$ cat src/common/popeye_video_params.svh
// address widths and download map of the colour PROMs; regions must stay aligned to their size
`ifndef POPEYE_VIDEO_PARAMS_SVH
`define POPEYE_VIDEO_PARAMS_SVH

// palette address widths
`define BAK_AW 5          // background and text palettes, 32 words
`define OBJ_AW 8          // object palettes, 256 words

// download bus
`define DL_AW 10          // linear download address width

// download region bases
// each region is aligned to its own size
`define DL_BAK_BASE    10'h000   // 32 bytes, background palette
`define DL_TXT_BASE    10'h020   // 32 bytes, text palette
`define DL_OBJ_LO_BASE 10'h100   // 256 bytes, low nibble of object colour
`define DL_OBJ_HI_BASE 10'h200   // 256 bytes, data low nibble goes to word high nibble

// 10'h040 to 10'h0ff and 10'h300 up are unmapped

`endif

$ cat src/common/prom_prog_if.sv
// PROM programming bus; at most one write strobe high per cycle, addr and din valid with it
`timescale 1ns/10ps

interface prom_prog_if;

    logic [7:0] addr;       // word address inside the selected PROM
    logic [7:0] din;        // write data, already nibble-aligned for the object PROMs
    logic       we_bak;     // background palette
    logic       we_txt;     // text palette
    logic       we_obj_lo;  // object palette, bits 3:0
    logic       we_obj_hi;  // object palette, bits 7:4

    // loader side drives everything
    modport loader (
        output addr,
        output din,
        output we_bak,
        output we_txt,
        output we_obj_lo,
        output we_obj_hi
    );

    // mixer side only consumes
    modport mixer (
        input addr,
        input din,
        input we_bak,
        input we_txt,
        input we_obj_lo,
        input we_obj_hi
    );

endinterface

$ cat src/logic/prom_loader.sv
// download decoder; writes land one clk after dl_we, addresses outside the four regions are dropped
`timescale 1ns/10ps

`include "popeye_video_params.svh"

module prom_loader (
    input  logic              clk,
    input  logic              reset,
    input  logic [`DL_AW-1:0] dl_addr,  // linear download address
    input  logic [7:0]        dl_data,
    input  logic              dl_we,    // one write per high cycle
    prom_prog_if.loader       prog
);

    logic in_bak;
    logic in_txt;
    logic in_obj_lo;
    logic in_obj_hi;

    // region match on the bits above each region's size
    // regions are aligned, so a shift compare is enough
    assign in_bak    = (dl_addr >> `BAK_AW) == (`DL_BAK_BASE >> `BAK_AW);
    assign in_txt    = (dl_addr >> `BAK_AW) == (`DL_TXT_BASE >> `BAK_AW);
    assign in_obj_lo = (dl_addr >> `OBJ_AW) == (`DL_OBJ_LO_BASE >> `OBJ_AW);
    assign in_obj_hi = (dl_addr >> `OBJ_AW) == (`DL_OBJ_HI_BASE >> `OBJ_AW);

    // strobes, at most one of them per cycle
    always_ff @(posedge clk) begin
        if (reset) begin
            prog.we_bak    <= 1'b0;
            prog.we_txt    <= 1'b0;
            prog.we_obj_lo <= 1'b0;
            prog.we_obj_hi <= 1'b0;
        end else begin
            prog.we_bak    <= dl_we && in_bak;
            prog.we_txt    <= dl_we && in_txt;
            prog.we_obj_lo <= dl_we && in_obj_lo;
            prog.we_obj_hi <= dl_we && in_obj_hi;
        end
    end

    // address and data follow the strobe
    // held between writes
    always_ff @(posedge clk) begin
        if (dl_we) begin
            prog.addr <= dl_addr[7:0];     // small PROMs use the low 5 bits only
            if (in_obj_hi) begin
                prog.din <= {dl_data[3:0], 4'h0};  // high nibble PROM
            end else begin
                prog.din <= dl_data;
            end
        end
    end

    // obj lo keeps the nibble in bits 3:0 as downloaded
    // the mixer picks the nibble it needs from each PROM

endmodule

$ cat src/flat_wrapper.sv
// flat-port wrapper written by rule: the top's interface ports become plain ports
module prom_loader_flat 
  (clk, reset, dl_addr, dl_data, dl_we, prog_addr, prog_din, prog_we_bak, prog_we_txt, prog_we_obj_lo, prog_we_obj_hi);
  prom_prog_if prog_i ();
  input  logic clk;
  input  logic reset;
  input  logic [`DL_AW-1:0] dl_addr;
  input  logic [7:0] dl_data;
  input  logic dl_we;
  output wire logic [$bits(prog_i.addr)-1:0] prog_addr;
  output wire logic [$bits(prog_i.din)-1:0] prog_din;
  output wire logic [$bits(prog_i.we_bak)-1:0] prog_we_bak;
  output wire logic [$bits(prog_i.we_txt)-1:0] prog_we_txt;
  output wire logic [$bits(prog_i.we_obj_lo)-1:0] prog_we_obj_lo;
  output wire logic [$bits(prog_i.we_obj_hi)-1:0] prog_we_obj_hi;
  assign prog_addr = prog_i.addr;
  assign prog_din = prog_i.din;
  assign prog_we_bak = prog_i.we_bak;
  assign prog_we_txt = prog_i.we_txt;
  assign prog_we_obj_lo = prog_i.we_obj_lo;
  assign prog_we_obj_hi = prog_i.we_obj_hi;
  prom_loader u_core (.clk(clk), .reset(reset), .dl_addr(dl_addr), .dl_data(dl_data), .dl_we(dl_we), .prog(prog_i));
endmodule
$ cat config.mk
export PLATFORM = sky130hd
export DESIGN_NAME = prom_loader_flat
export DESIGN_NICKNAME = d
export VERILOG_FILES = /design/src/common/prom_prog_if.sv /design/src/logic/prom_loader.sv /design/src/flat_wrapper.sv
export VERILOG_INCLUDE_DIRS = /design/src /design/src/common
export SDC_FILE = /design/constraint.sdc
export NUM_CORES = 1
export LEC_CHECK = 0
export ABC_AREA = 1
export BUFFER_PORTS_ARGS = -buffer_cell sky130_fd_sc_hd__buf_2
export CAP_MARGIN = 15
export CORE_UTILIZATION = 39
export CTS_BUF_LIST = sky130_fd_sc_hd__clkbuf_8
export DETAILED_ROUTE_END_ITERATION = 8
export GPL_ROUTABILITY_DRIVEN = 0
export PLACE_DENSITY = 0.75
export SETUP_SLACK_MARGIN = 0.2
export SYNTH_ARGS = -nofsm -noshare
export SYNTH_HDL_FRONTEND = slang
export SYNTH_SLANG_ARGS = --single-unit
export TNS_END_PERCENT = 50
$ cat constraint.sdc
create_clock -name clk -period 0.8 [get_ports clk]
set_input_delay 0.04 -clock clk [delete_from_list [all_inputs] [get_ports clk]]
set_output_delay 0.04 -clock clk [all_outputs]
set_load 0.005 [all_outputs]
Word-level counts from Yosys, hierarchy flattened:

Index checks and enable logic that the tools add are counted.

* equality and inequality tests: 3
* multiplexer cells: 1
* reductions and logical operators: 5

Operators by type and width (number)
* 10-bit zero test: 1
* 8-bit two-way mux: 1
* 5-bit by 1-bit equality test with 1-bit output, second input constant: 1
* 1-bit logical AND: 4
* 2-bit by 1-bit equality test with 1-bit output, second input constant: 1
* 2-bit equality test, second input constant: 1

* register bits: 20
* input port bits: 21
* word-level logic and storage cells: 16

Depth between registers and ports, before layout:

Gate-level depths: netlist of run 1.

* depth after elaboration: 2
* depth in mapped cells: 4

Worst setup path after synthesis of run 1:

No wires, ideal clock.

* kind: in2reg
* start point: in dl_addr[9]
* end point: reg u_core.prog.din[0], data pin
* setup time: 257 ps
* arrival time: 243 ps
* data required time: 543 ps
* slack: 300 ps
* stages on the path: 3
* buffers on the path: 0
* cell sequence: inv_2 > nor2_4 > nor2_1

* word-level cells in the longest chain between the ends: 1

RTL lines
* from (decl): line flat_wrapper.sv:7 `` input logic [`DL_AW-1:0] dl_addr; ``
* 2-bit equality test: line prom_loader.sv:25 `` assign in_obj_hi = (dl_addr >> `OBJ_AW) == (`DL_OBJ_HI_BASE >> `OBJ_AW); ``
* to (signal assigned): line prom_loader.sv:48 `prog.din <= {dl_data[3:0], 4'h0};`
* to (signal assigned): line prom_loader.sv:50 `prog.din <= dl_data;`
* to (decl): line prom_prog_if.sv:16 `output din,`

Every way passes these cells.
A chain may end at the register's enable or synchronous reset.

Worst setup path in the final report of run 1:

* start point: reg u_core.prog.addr[6]
* end point: out prog_addr[6]

RTL lines
* from (decl): line prom_prog_if.sv:15 `output addr,`
* from (signal assigned): line prom_loader.sv:46 `prog.addr <= dl_addr[7:0];`
* to (decl): line flat_wrapper.sv:10 `output wire logic [$bits(prog_i.addr)-1:0] prog_addr;`

No word-level cell between the ends.

==> summary.md, run 1 <==
| Metric | Value |
|---|---|
| CP Class | reg -> out |
| Die width | roughly 45 um |
| Vias in the first global route | around 410 |
| Total track usage | around an eighth |
| DRT iter0 DRCs | 6 |
| Global Route met2 Usage | between 10% and 20% |
| Reg area | between 500 and 600 um2 |
| Max Cap Viol | 0 |
| First drt pass iteration count | 4 |
| Post-route DRC | 0 |
| Crit share post-route | a little over nine tenths |
| Synthesized net count | just under 80 |
| Top post-synthesis cells by area | edfxtp_1 (68%), dfxtp_1 (11%), nand2_1 (7.9%), nor2_1 (5.8%), inv_1 (3.2%) |
| Worst-path clk slew | approximately 0.06 ns |
| CTS sink count | 20 |
| Full die area | roughly 2000 um2 |
| Tightest Hold Check Type | in -> reg |
| Pleak | ~0.00048 uW |
| Max IR drop VDD | about 0.00085 V |
| Placement Setup Slack | 0.0349 ns |
| Multi-input logic area | 120 um2 |
| Fillers | between 150 and 200 |
| GRT Max-Usage Layer | met2 |
| Yosys top cell by area | edfxtp_1 |
| Crit-path leading delay family | flip-flops |
| Final hold viol count | 6 |
| Setup violations, final | 0 |
| Hold_sp | dl_addr[2] |
| Post-layout util | between 50% and 60% |
| Clock Path Buffers | 2 |
| N_diodes | 0 |
| Worst hold margin | -0.0258 ns |
| Ys Warns | 0 |
| Gr ovfl total | 0 |
| Fmax | 1300 MHz |
| Setup WS post-layout | ~0.029 ns |
| Vias per cell | between 4 and 5 |
| Largest net degree at the start of global routing | 19 |
| RSZ-0062 raised after global routing | yes |
| Slew margin rel. | 75.4% |
| Layout cell share with drive strength beyond 1 | between 40% and 50% |
| Hold Path Stages | 1 |
| Initial antenna violation count | 0 |
| Overall power | roughly 2000 uW |
| Total wire length | ~1100 um |
| Slowest-stage cell, CP | edfxtp_1 |
| IO buf count | 40 |
| Power Dens Cells | between 2000 and 2500 nW/um2 |
| Worst slew pin tran | around 0.37 ns |
| Die Y | between 40 and 50 um |
| Sequential area share after synthesis | 78.9% |
| First-pass GRT wire length | roughly 1600 um |
| CTS tree | done |
| Grt met1 use | 15.2% |
| Minimum clock period | 0.771 ns |
| CTS H-tree lvls | 1 |
| DP Area | ~940 um2 |
| Failing checks | negative hold slack |
| Hold Path End | u_core.prog.addr[2] |
| Avg Cell Area, Syn | between 10 and 15 um2 |
| Area Growth Syn to Fin | 40.5% |
| Num ports | 41 |
| Crit-path cells | buf_2 |
| Commonest non-fill, non-tap cells in the layout | buf_2 (38), edfxtp_1 (16), nand2_1 (15) |
| Area of the core | between 1500 and 2000 um2 |
| Gate Count Post-Synth | 57 |
| Register bit count reported by yosys | 20 |
| Critical path arrival | 0.73 ns |
| Row Count | 15 |
| Met3 Use GR | roughly 2.4% |
| CTS Buf Count | 3 |
| Nets | ~120 |
| Synthesized area | ~710 um2 |
| Routed len/inst | approximately 9 um |
| HPWL after DPL | roughly 870 um |
| Critical path fanouts, max | 1 |
| Final instance area | 998 um2 |
| Commonest non-fill, non-tap cell in the layout | buf_2 |
| Outcome | finished with violations |
| Synth unique cells | 9 |
| Slew Limit Fails | 0 |
| Root Buffer Master | clkbuf_8 |
| Critical Path RT | 0.76 ns |
| Initial Utilization | about two fifths |
| Antenna Violating Nets Remaining | 0 |
| Via count | a little over 500 |
| CP peak stage delay | about 0.36 ns |
| Yosys top cell area share | 67.6% |
| Critical Path Source Type | register |
| Worst setup EP type | output port |
| Worst Path Buf+Inv | 1 |
## per-layer routing
metal	up-vias	part of all wire (%)
met1	223	43
met3	2	6.7
met5	-	0
met4	0	1.3
li1	268	-
met2	22	49
## timing repair
action	in CTS	in global routing
pin swaps	0	0
endpoints found under the setup margin	20	20
endpoints found under the hold margin	6	6
gates resized for setup	0	4
buffers inserted	0	0
## flip-flops by register name, indices dropped and copies added (netlist names)
name,flops
u_core.prog.we_obj_lo,1
u_core.prog.we_obj_hi,1
u_core.prog.addr,8
u_core.prog.we_txt,1
u_core.prog.we_bak,1
u_core.prog.din,8
## cells in the mapped netlist
cell / n
nor2_1: 11
inv_1: 6
inv_2: 2
nand2_2: 1
nand2_1: 15
edfxtp_1: 16
nor2_4: 1
dfxtp_1: 4
nand3_1: 1
## through the flow
| stage | std cells | TNS [ns] |
|---|---|---|
| finish | 125 | 0 |
| floorplan | 57 | 0 |
| global route | 125 | -0.0828 |
| CTS | 125 | 0 |
| global placement | 122 | 0 |
| detailed placement | 122 | 0 |
## area by class of cell
| class | count | share of cell area (%) |
|---|---|---|
| Inverter | 8 | 3.01 |
| Sequential cell | 20 | 56.4 |
| Clock buffer | 3 | 4.14 |
| Timing Repair Buffer | 40 | 21.3 |
| Multi-Input combinational cell | 29 | 12.0 |
| Tap cell | 25 | 3.13 |
## logic make-up (layout without fill, tap and decap cells)
group | count (synthesis) | after routing | share of synthesized area, %
buffers and inverters | 8 | 51 | 4.23
DFF | 20 | 20 | 78.9
and+or+nand+nor | 29 | 29 | 16.9
## report_power, final
part	leakage, uW	internal (uW)	switching (uW)
Clock	0.0000216	333	266
Combinational	0.000268	100	105
Sequential	0.000190	1210	12.2
Total	0.000479	1640	383
## worst max-delay path by stage
stage | endpoint | startpoint | cells after the start | slack (ns)
global placement | u_core.prog.addr[5] | dl_we | 1 | 0.09
detailed placement | u_core.prog.we_txt | dl_we | 3 | 0.03
global route | prog_addr[3] | u_core.prog.addr[3] | 1 | -0.02
floorplan | u_core.prog.din[0] | dl_addr[9] | 3 | 0.30
finish | prog_addr[6] | u_core.prog.addr[6] | 1 | 0.03
CTS | prog_addr[6] | u_core.prog.addr[6] | 1 | 0.01
(Power assumes the default switching activity.)
==> run 2: changes to the inputs <==
--- a/config.mk
+++ b/config.mk
@@ -14,6 +14,7 @@
 export DETAILED_ROUTE_END_ITERATION = 8
 export GPL_ROUTABILITY_DRIVEN = 0
 export PLACE_DENSITY = 0.75
+export RECOVER_POWER = 25
 export SETUP_SLACK_MARGIN = 0.2
 export SYNTH_ARGS = -nofsm -noshare
 export SYNTH_HDL_FRONTEND = slang
==> run 2 against run 1 <==
Net effect: the flow still finishes with violations (negative hold slack); first-iteration DRC count decreased by 33%; worst hold slack about the same; critical path depth did not move; setup slack got worse by 0.00053 ns.
==> summary.md, run 2 (same netlist as run 1, synthesis figures left out) <==
| Metric | Value |
|---|---|
| Overall power | 2020 uW |
| RSZ-0062 raised after global routing | yes |
| Largest net degree at the start of global routing | 19 |
| Row Count | 15 |
| Setup violations, final | 0 |
| Power Dens Cells | 2040 nW/um2 |
| Worst slew pin tran | approximately 0.46 ns |
| Setup WS post-layout | about 0.029 ns |
| Commonest non-fill, non-tap cells in the layout | buf_2 (34), edfxtp_1 (16), nand2_1 (15) |
| CTS tree | done |
| Max Cap Viol | 0 |
| Minimum clock period | 0.771 ns |
| Setup bufs post-CTS | 0 |
| Initial Utilization | 41.6% |
| Fillers | between 150 and 200 |
| P_int | approximately 1600 uW |
| Vias per cell | a little over 4 |
| Total track usage | 11.7% |
| Pleak | 0.000471 uW |
| Max IR drop VDD | roughly 0.00085 V |
| CP peak stage delay | 0.36 ns |
| Critical path fanouts, max | 1 |
| Nets | between 100 and 150 |
| Initial antenna violation count | 0 |
| Multi-input logic area | between 100 and 150 um2 |
| Crit-path cells | buf_2 |
| First-pass GRT wire length | roughly 1600 um |
| Final hold viol count | 5 |
| HPWL after DPL | around 870 um |
| Sw Ratio | 19.0% |
| Critical Path Source Type | register |
| Routed len/inst | 8.96 um |
| Antenna Violating Nets Remaining | 0 |
| Failing checks | negative hold slack |
| Slowest-stage cell, CP | edfxtp_1 |
| Worst-path clk slew | around 0.060 ns |
| CTS H-tree lvls | 1 |
| Comb pwr share | under 10% |
| Placement Setup Slack | around 0.035 ns |
| Clock group share of total power | between 20 and 30% |
| Biggest regs | u_core.prog.addr (8), u_core.prog.din (8) |
| Post-route DRC | 0 |
| Root Buffer Master | clkbuf_8 |
| P_sw | between 300 and 400 uW |
| First drt pass iteration count | 4 |
| Hold_sp | dl_addr[2] |
| N_diodes | 0 |
| Worst Path Buf+Inv | 1 |
| Commonest non-fill, non-tap cell in the layout | buf_2 |
| CP Class | reg -> out |
| Gr ovfl total | 0 |
| Crit share post-route | between 90% and 100% |
| Tightest Hold Check Type | in -> reg |
| Die width | ~45 um |
| Seq pwr share | roughly three fifths |
| Worst hold margin | -0.0261 ns |
| CTS Buf Count | 3 |
| Area Growth Syn to Fin | 38.9% |
| Area of the core | ~1700 um2 |
| Slew margin rel. | between 60% and 70% |
| Clock Path Buffers | 2 |
| Hold Path End | u_core.prog.addr[2] |
| Num ports | a little over 40 |
| Crit-path leading delay family | flip-flops |
| CTS sink count | 20 |
| Critical path arrival | about 0.73 ns |
| Slew Limit Fails | 0 |
| Total wire length | about 1100 um |
| Fmax | 1300 MHz |
| Outcome | finished with violations |
| Vias in the first global route | between 400 and 500 |
| DRT iter0 DRCs | 4 |
| IO buf count | 40 |
| Setup_tns | 0 ns |
| Reg area | 563 um2 |
| Layout cell share with drive strength beyond 1 | 45.0% |
| Critical Path RT | 0.76 ns |
| Die Y | 44.7 um |
| Hold Path Stages | 1 |
| Via count | just over 500 |
| Worst setup EP type | output port |
| Full die area | roughly 2000 um2 |
run 2: changes by cell type in the layout (fill, tap and decap cells not counted):
cell	delta
nor2_4	-1
clkbuf_2	+1
buf_2	-4
clkbuf_1	+3
nor2_1	+1
run 2: how the worst max path moves through the flow:
stage | from | to | slack (ns) | depth (start not counted)
2_1_floorplan | dl_addr[9] | u_core.prog.din[0] | 0.30 | 3
3_3_place_gp | dl_we | u_core.prog.addr[5] | 0.09 | 1
3_5_place_dp | dl_we | u_core.prog.we_txt | 0.03 | 3
4_1_cts | u_core.prog.addr[6] | prog_addr[6] | 0.01 | 1
5_1_grt | u_core.prog.addr[3] | prog_addr[3] | -0.02 | 1
6_report | u_core.prog.addr[6] | prog_addr[6] | 0.03 | 1
run 2: per-layer routing:
metal | track usage, % | wire length (um) | vias to the layer above
met1 | 15.2 | 483 | 223
li1 | - | - | 268
met4 | 7.27 | 14 | 0
met3 | 2.45 | 76 | 2
met5 | 0 | 0 | -
met2 | 17.9 | 546 | 22
run 2: power by group through the flow:
stage | combinational, uW | sequential [uW] | clock, uW
2_1_floorplan | 48.5 | 1260 | 0
6_report | 199 | 1220 | 602
3_3_place_gp | 203 | 1240 | 0
4_1_cts | 208 | 1220 | 620
3_5_place_dp | 207 | 1240 | 0
5_1_grt | 224 | 1230 | 660
run 2: final cells by class:
class | count | area share (%)
Clock buffer | 3 | 4.18
Inverter | 8 | 3.04
Multi-Input combinational cell | 29 | 11.4
Sequential cell | 20 | 57.0
Tap cell | 25 | 3.17
Timing Repair Buffer | 40 | 21.2
run 2: timing repair:
item                                    CTS  global route
gates resized for setup                   0             4
hold endpoints to repair                  6             6
endpoints found under the setup margin   20            20
run 2: metrics by stage:
| step | hold slack [ns] | utilization, % | std cells | area [um2] |
|---|---|---|---|---|
| finish | -0.0261 | 57.8 | 125 | 987 |
| global route | -0.0342 | 57.8 | 125 | 987 |
| CTS | -0.0327 | 57.6 | 125 | 983 |
| detailed placement | 0.221 | 55.2 | 122 | 942 |
| global placement | 0.223 | 55.2 | 122 | 942 |
| floorplan | 0.139 | - | 57 | 711 |
==> run 3: changes to the inputs <==
==> constraint.sdc (replaced) <==
create_clock -name clk -period 0.8 [get_ports clk]
set_input_delay 0.16 -clock clk [delete_from_list [all_inputs] [get_ports clk]]
set_output_delay 0.16 -clock clk [all_outputs]
set_load 0.005 [all_outputs]
==> run 3 against run 2 <==
Net effect: the flow finishes with violations (negative setup slack); utilization up 2.5 points; sequential power hardly changed; flip-flop and latch count stayed put; final area up 4.3%; clock power up 64%; count of clock-buffer cells in the layout unchanged; power increased by 20%; via count is 6.6% higher; largest power group unchanged.
==> summary.md, run 3 (same netlist as run 1, synthesis figures left out) <==
| Metric | Value |
|---|---|
| Outcome | finished with violations |
| Failing checks | negative setup slack |
| Final hold viol count | 0 |
| Biggest regs | u_core.prog.addr (8), u_core.prog.din (8) |
| Full die area | between 1500 and 2000 um2 |
| Setup bufs post-CTS | 0 |
| Antenna Violating Nets Remaining | 0 |
| Worst-path clk slew | around 0.070 ns |
| Worst Path Buf+Inv | 1 |
| CTS Buf Count | 3 |
| Overall power | roughly 2400 uW |
| HPWL after DPL | around 970 um |
| Post-route DRC | 0 |
| CP peak stage delay | ~0.4 ns |
| First-pass GRT wire length | about 2000 um |
| Minimum clock period | around 0.94 ns |
| Initial antenna violation count | 0 |
| Vias per cell | approximately 4.3 |
| CP Class | reg -> out |
| Setup WS post-layout | -0.139 ns |
| Met3 Use GR | between 2 and 2.5% |
| Num ports | 41 |
| Commonest non-fill, non-tap cell in the layout | buf_2 |
| Critical Path Source Type | register |
| Gr ovfl total | 0 |
| Layout cell share with drive strength beyond 1 | 48.0% |
| Area of the core | 1710 um2 |
| Crit-path cells | buf_2 |
| CTS tree | done |
| P_int | a little under 2000 uW |
| Seq pwr share | approximately half |
| Vias in the first global route | roughly 490 |
| Initial Utilization | approximately two fifths |
| Hold_sp | dl_addr[1] |
| Critical Path RT | approximately 0.64 ns |
| Root Buffer Master | clkbuf_8 |
| CTS H-tree lvls | 1 |
| RSZ-0062 raised after global routing | yes |
| Clock group share of total power | 40.7% |
| N_diodes | 0 |
| Fmax | around 1100 MHz |
| Area Growth Syn to Fin | 44.9% |
| Slowest-stage cell, CP | edfxtp_1 |
| Power Dens Cells | 2350 nW/um2 |
| CTS sink count | 20 |
| Sw Ratio | 18.4% |
| Max IR drop VDD | 0.00108 V |
| Comb pwr share | roughly 8.9% |
| GRT Max-Usage Layer | met2 |
| Placement Setup Slack | -0.0503 ns |
| Via count | roughly 550 |
| DRT iter0 DRCs | 3 |
| Critical path fanouts, max | 1 |
| Largest net degree at the start of global routing | 19 |
| Die width | 44.7 um |
| Pleak | between 0.0004 and 0.0005 uW |
| Die Y | ~45 um |
| First drt pass iteration count | 4 |
| Nets | ~120 |
| Global Route met2 Usage | a little under a quarter |
| IO buf count | 40 |
| Total track usage | 14.4% |
| Crit-path leading delay family | flip-flops |
| Slew margin rel. | 72.0% |
| Worst slew pin tran | between 0.4 and 0.5 ns |
| Setup violations, final | 20 |
| P_sw | around 450 uW |
| Routed len/inst | roughly 10 um |
| Grt met1 use | around 17% |
| Total wire length | ~1300 um |
| Crit share post-route | 117% |
| Commonest non-fill, non-tap cells in the layout | buf_2 (37), edfxtp_1 (16), nand2_1 (15) |
| Setup_tns | -1.72 ns |
| Setup crit start | u_core.prog.din[4] |
| Slew Limit Fails | 0 |
| Critical path arrival | about 0.78 ns |
| Max Cap Viol | 0 |
| Tightest Hold Check Type | in -> reg |
| # placed instances | between 100 and 150 |
| Row Count | 15 |
| Finished Layout Cells | 127 |
| Clock Path Buffers | 2 |
| Worst setup EP type | output port |
[run 3: cell types whose count changed in the layout (fill, tap and decap cells not counted), sizes merged]
cell	delta
buf	+2
bufinv	+1
clkbuf	-1
[run 3: metal layers]
metal	share of wire, %	wire length (um)
met1	40	518
met2	51	660
met3	7.7	100
met5	0	0
met4	1.8	23
[run 3: cell type report]
class / instances / area, um2
multi-input cells: 29 / 123
inverters: 8 / 37.5
repair buffers: 41 / 205
well taps: 25 / 31.3
clock buffers: 3 / 41.3
flip-flops and latches: 20 / 562
clock inverters: 1 / 30.0
fillers: 151 / 678
[run 3: metrics by stage]
| step | area, um2 | utilization [%] | hold WS, ns |
|---|---|---|---|
| 2_1_floorplan | 718 | - | 0.259 |
| 3_3_place_gp | 970 | 56.8 | 0.338 |
| 3_5_place_dp | 970 | 56.8 | 0.341 |
| 4_1_cts | 1040 | 61.0 | 0.0738 |
| 5_1_grt | 1030 | 60.3 | 0.0685 |
| 6_report | 1030 | 60.3 | 0.0793 |
[run 3: path summary, 6_finish.rpt]
path / to / slack, ns / cells past startpoint
max: prog_din[4] / -0.14 / 1
min: u_core.prog.addr[1] / 0.08 / 1
[run 3: what timing repair did]
item / in CTS / in global routing
pin swaps: 0 / 1
resized for setup: 0 / 4
setup endpoints to repair: 20 / 21
hold buffers: 0 / 0
[run 3: power groups by stage]
stage / logic (uW) / registers [uW] / clock network, uW
floorplan: 50.4 / 1260 / 0
detailed placement: 225 / 1240 / 0
CTS: 227 / 1220 / 1000
global route: 243 / 1230 / 1040
finish: 216 / 1220 / 985
global placement: 219 / 1240 / 0
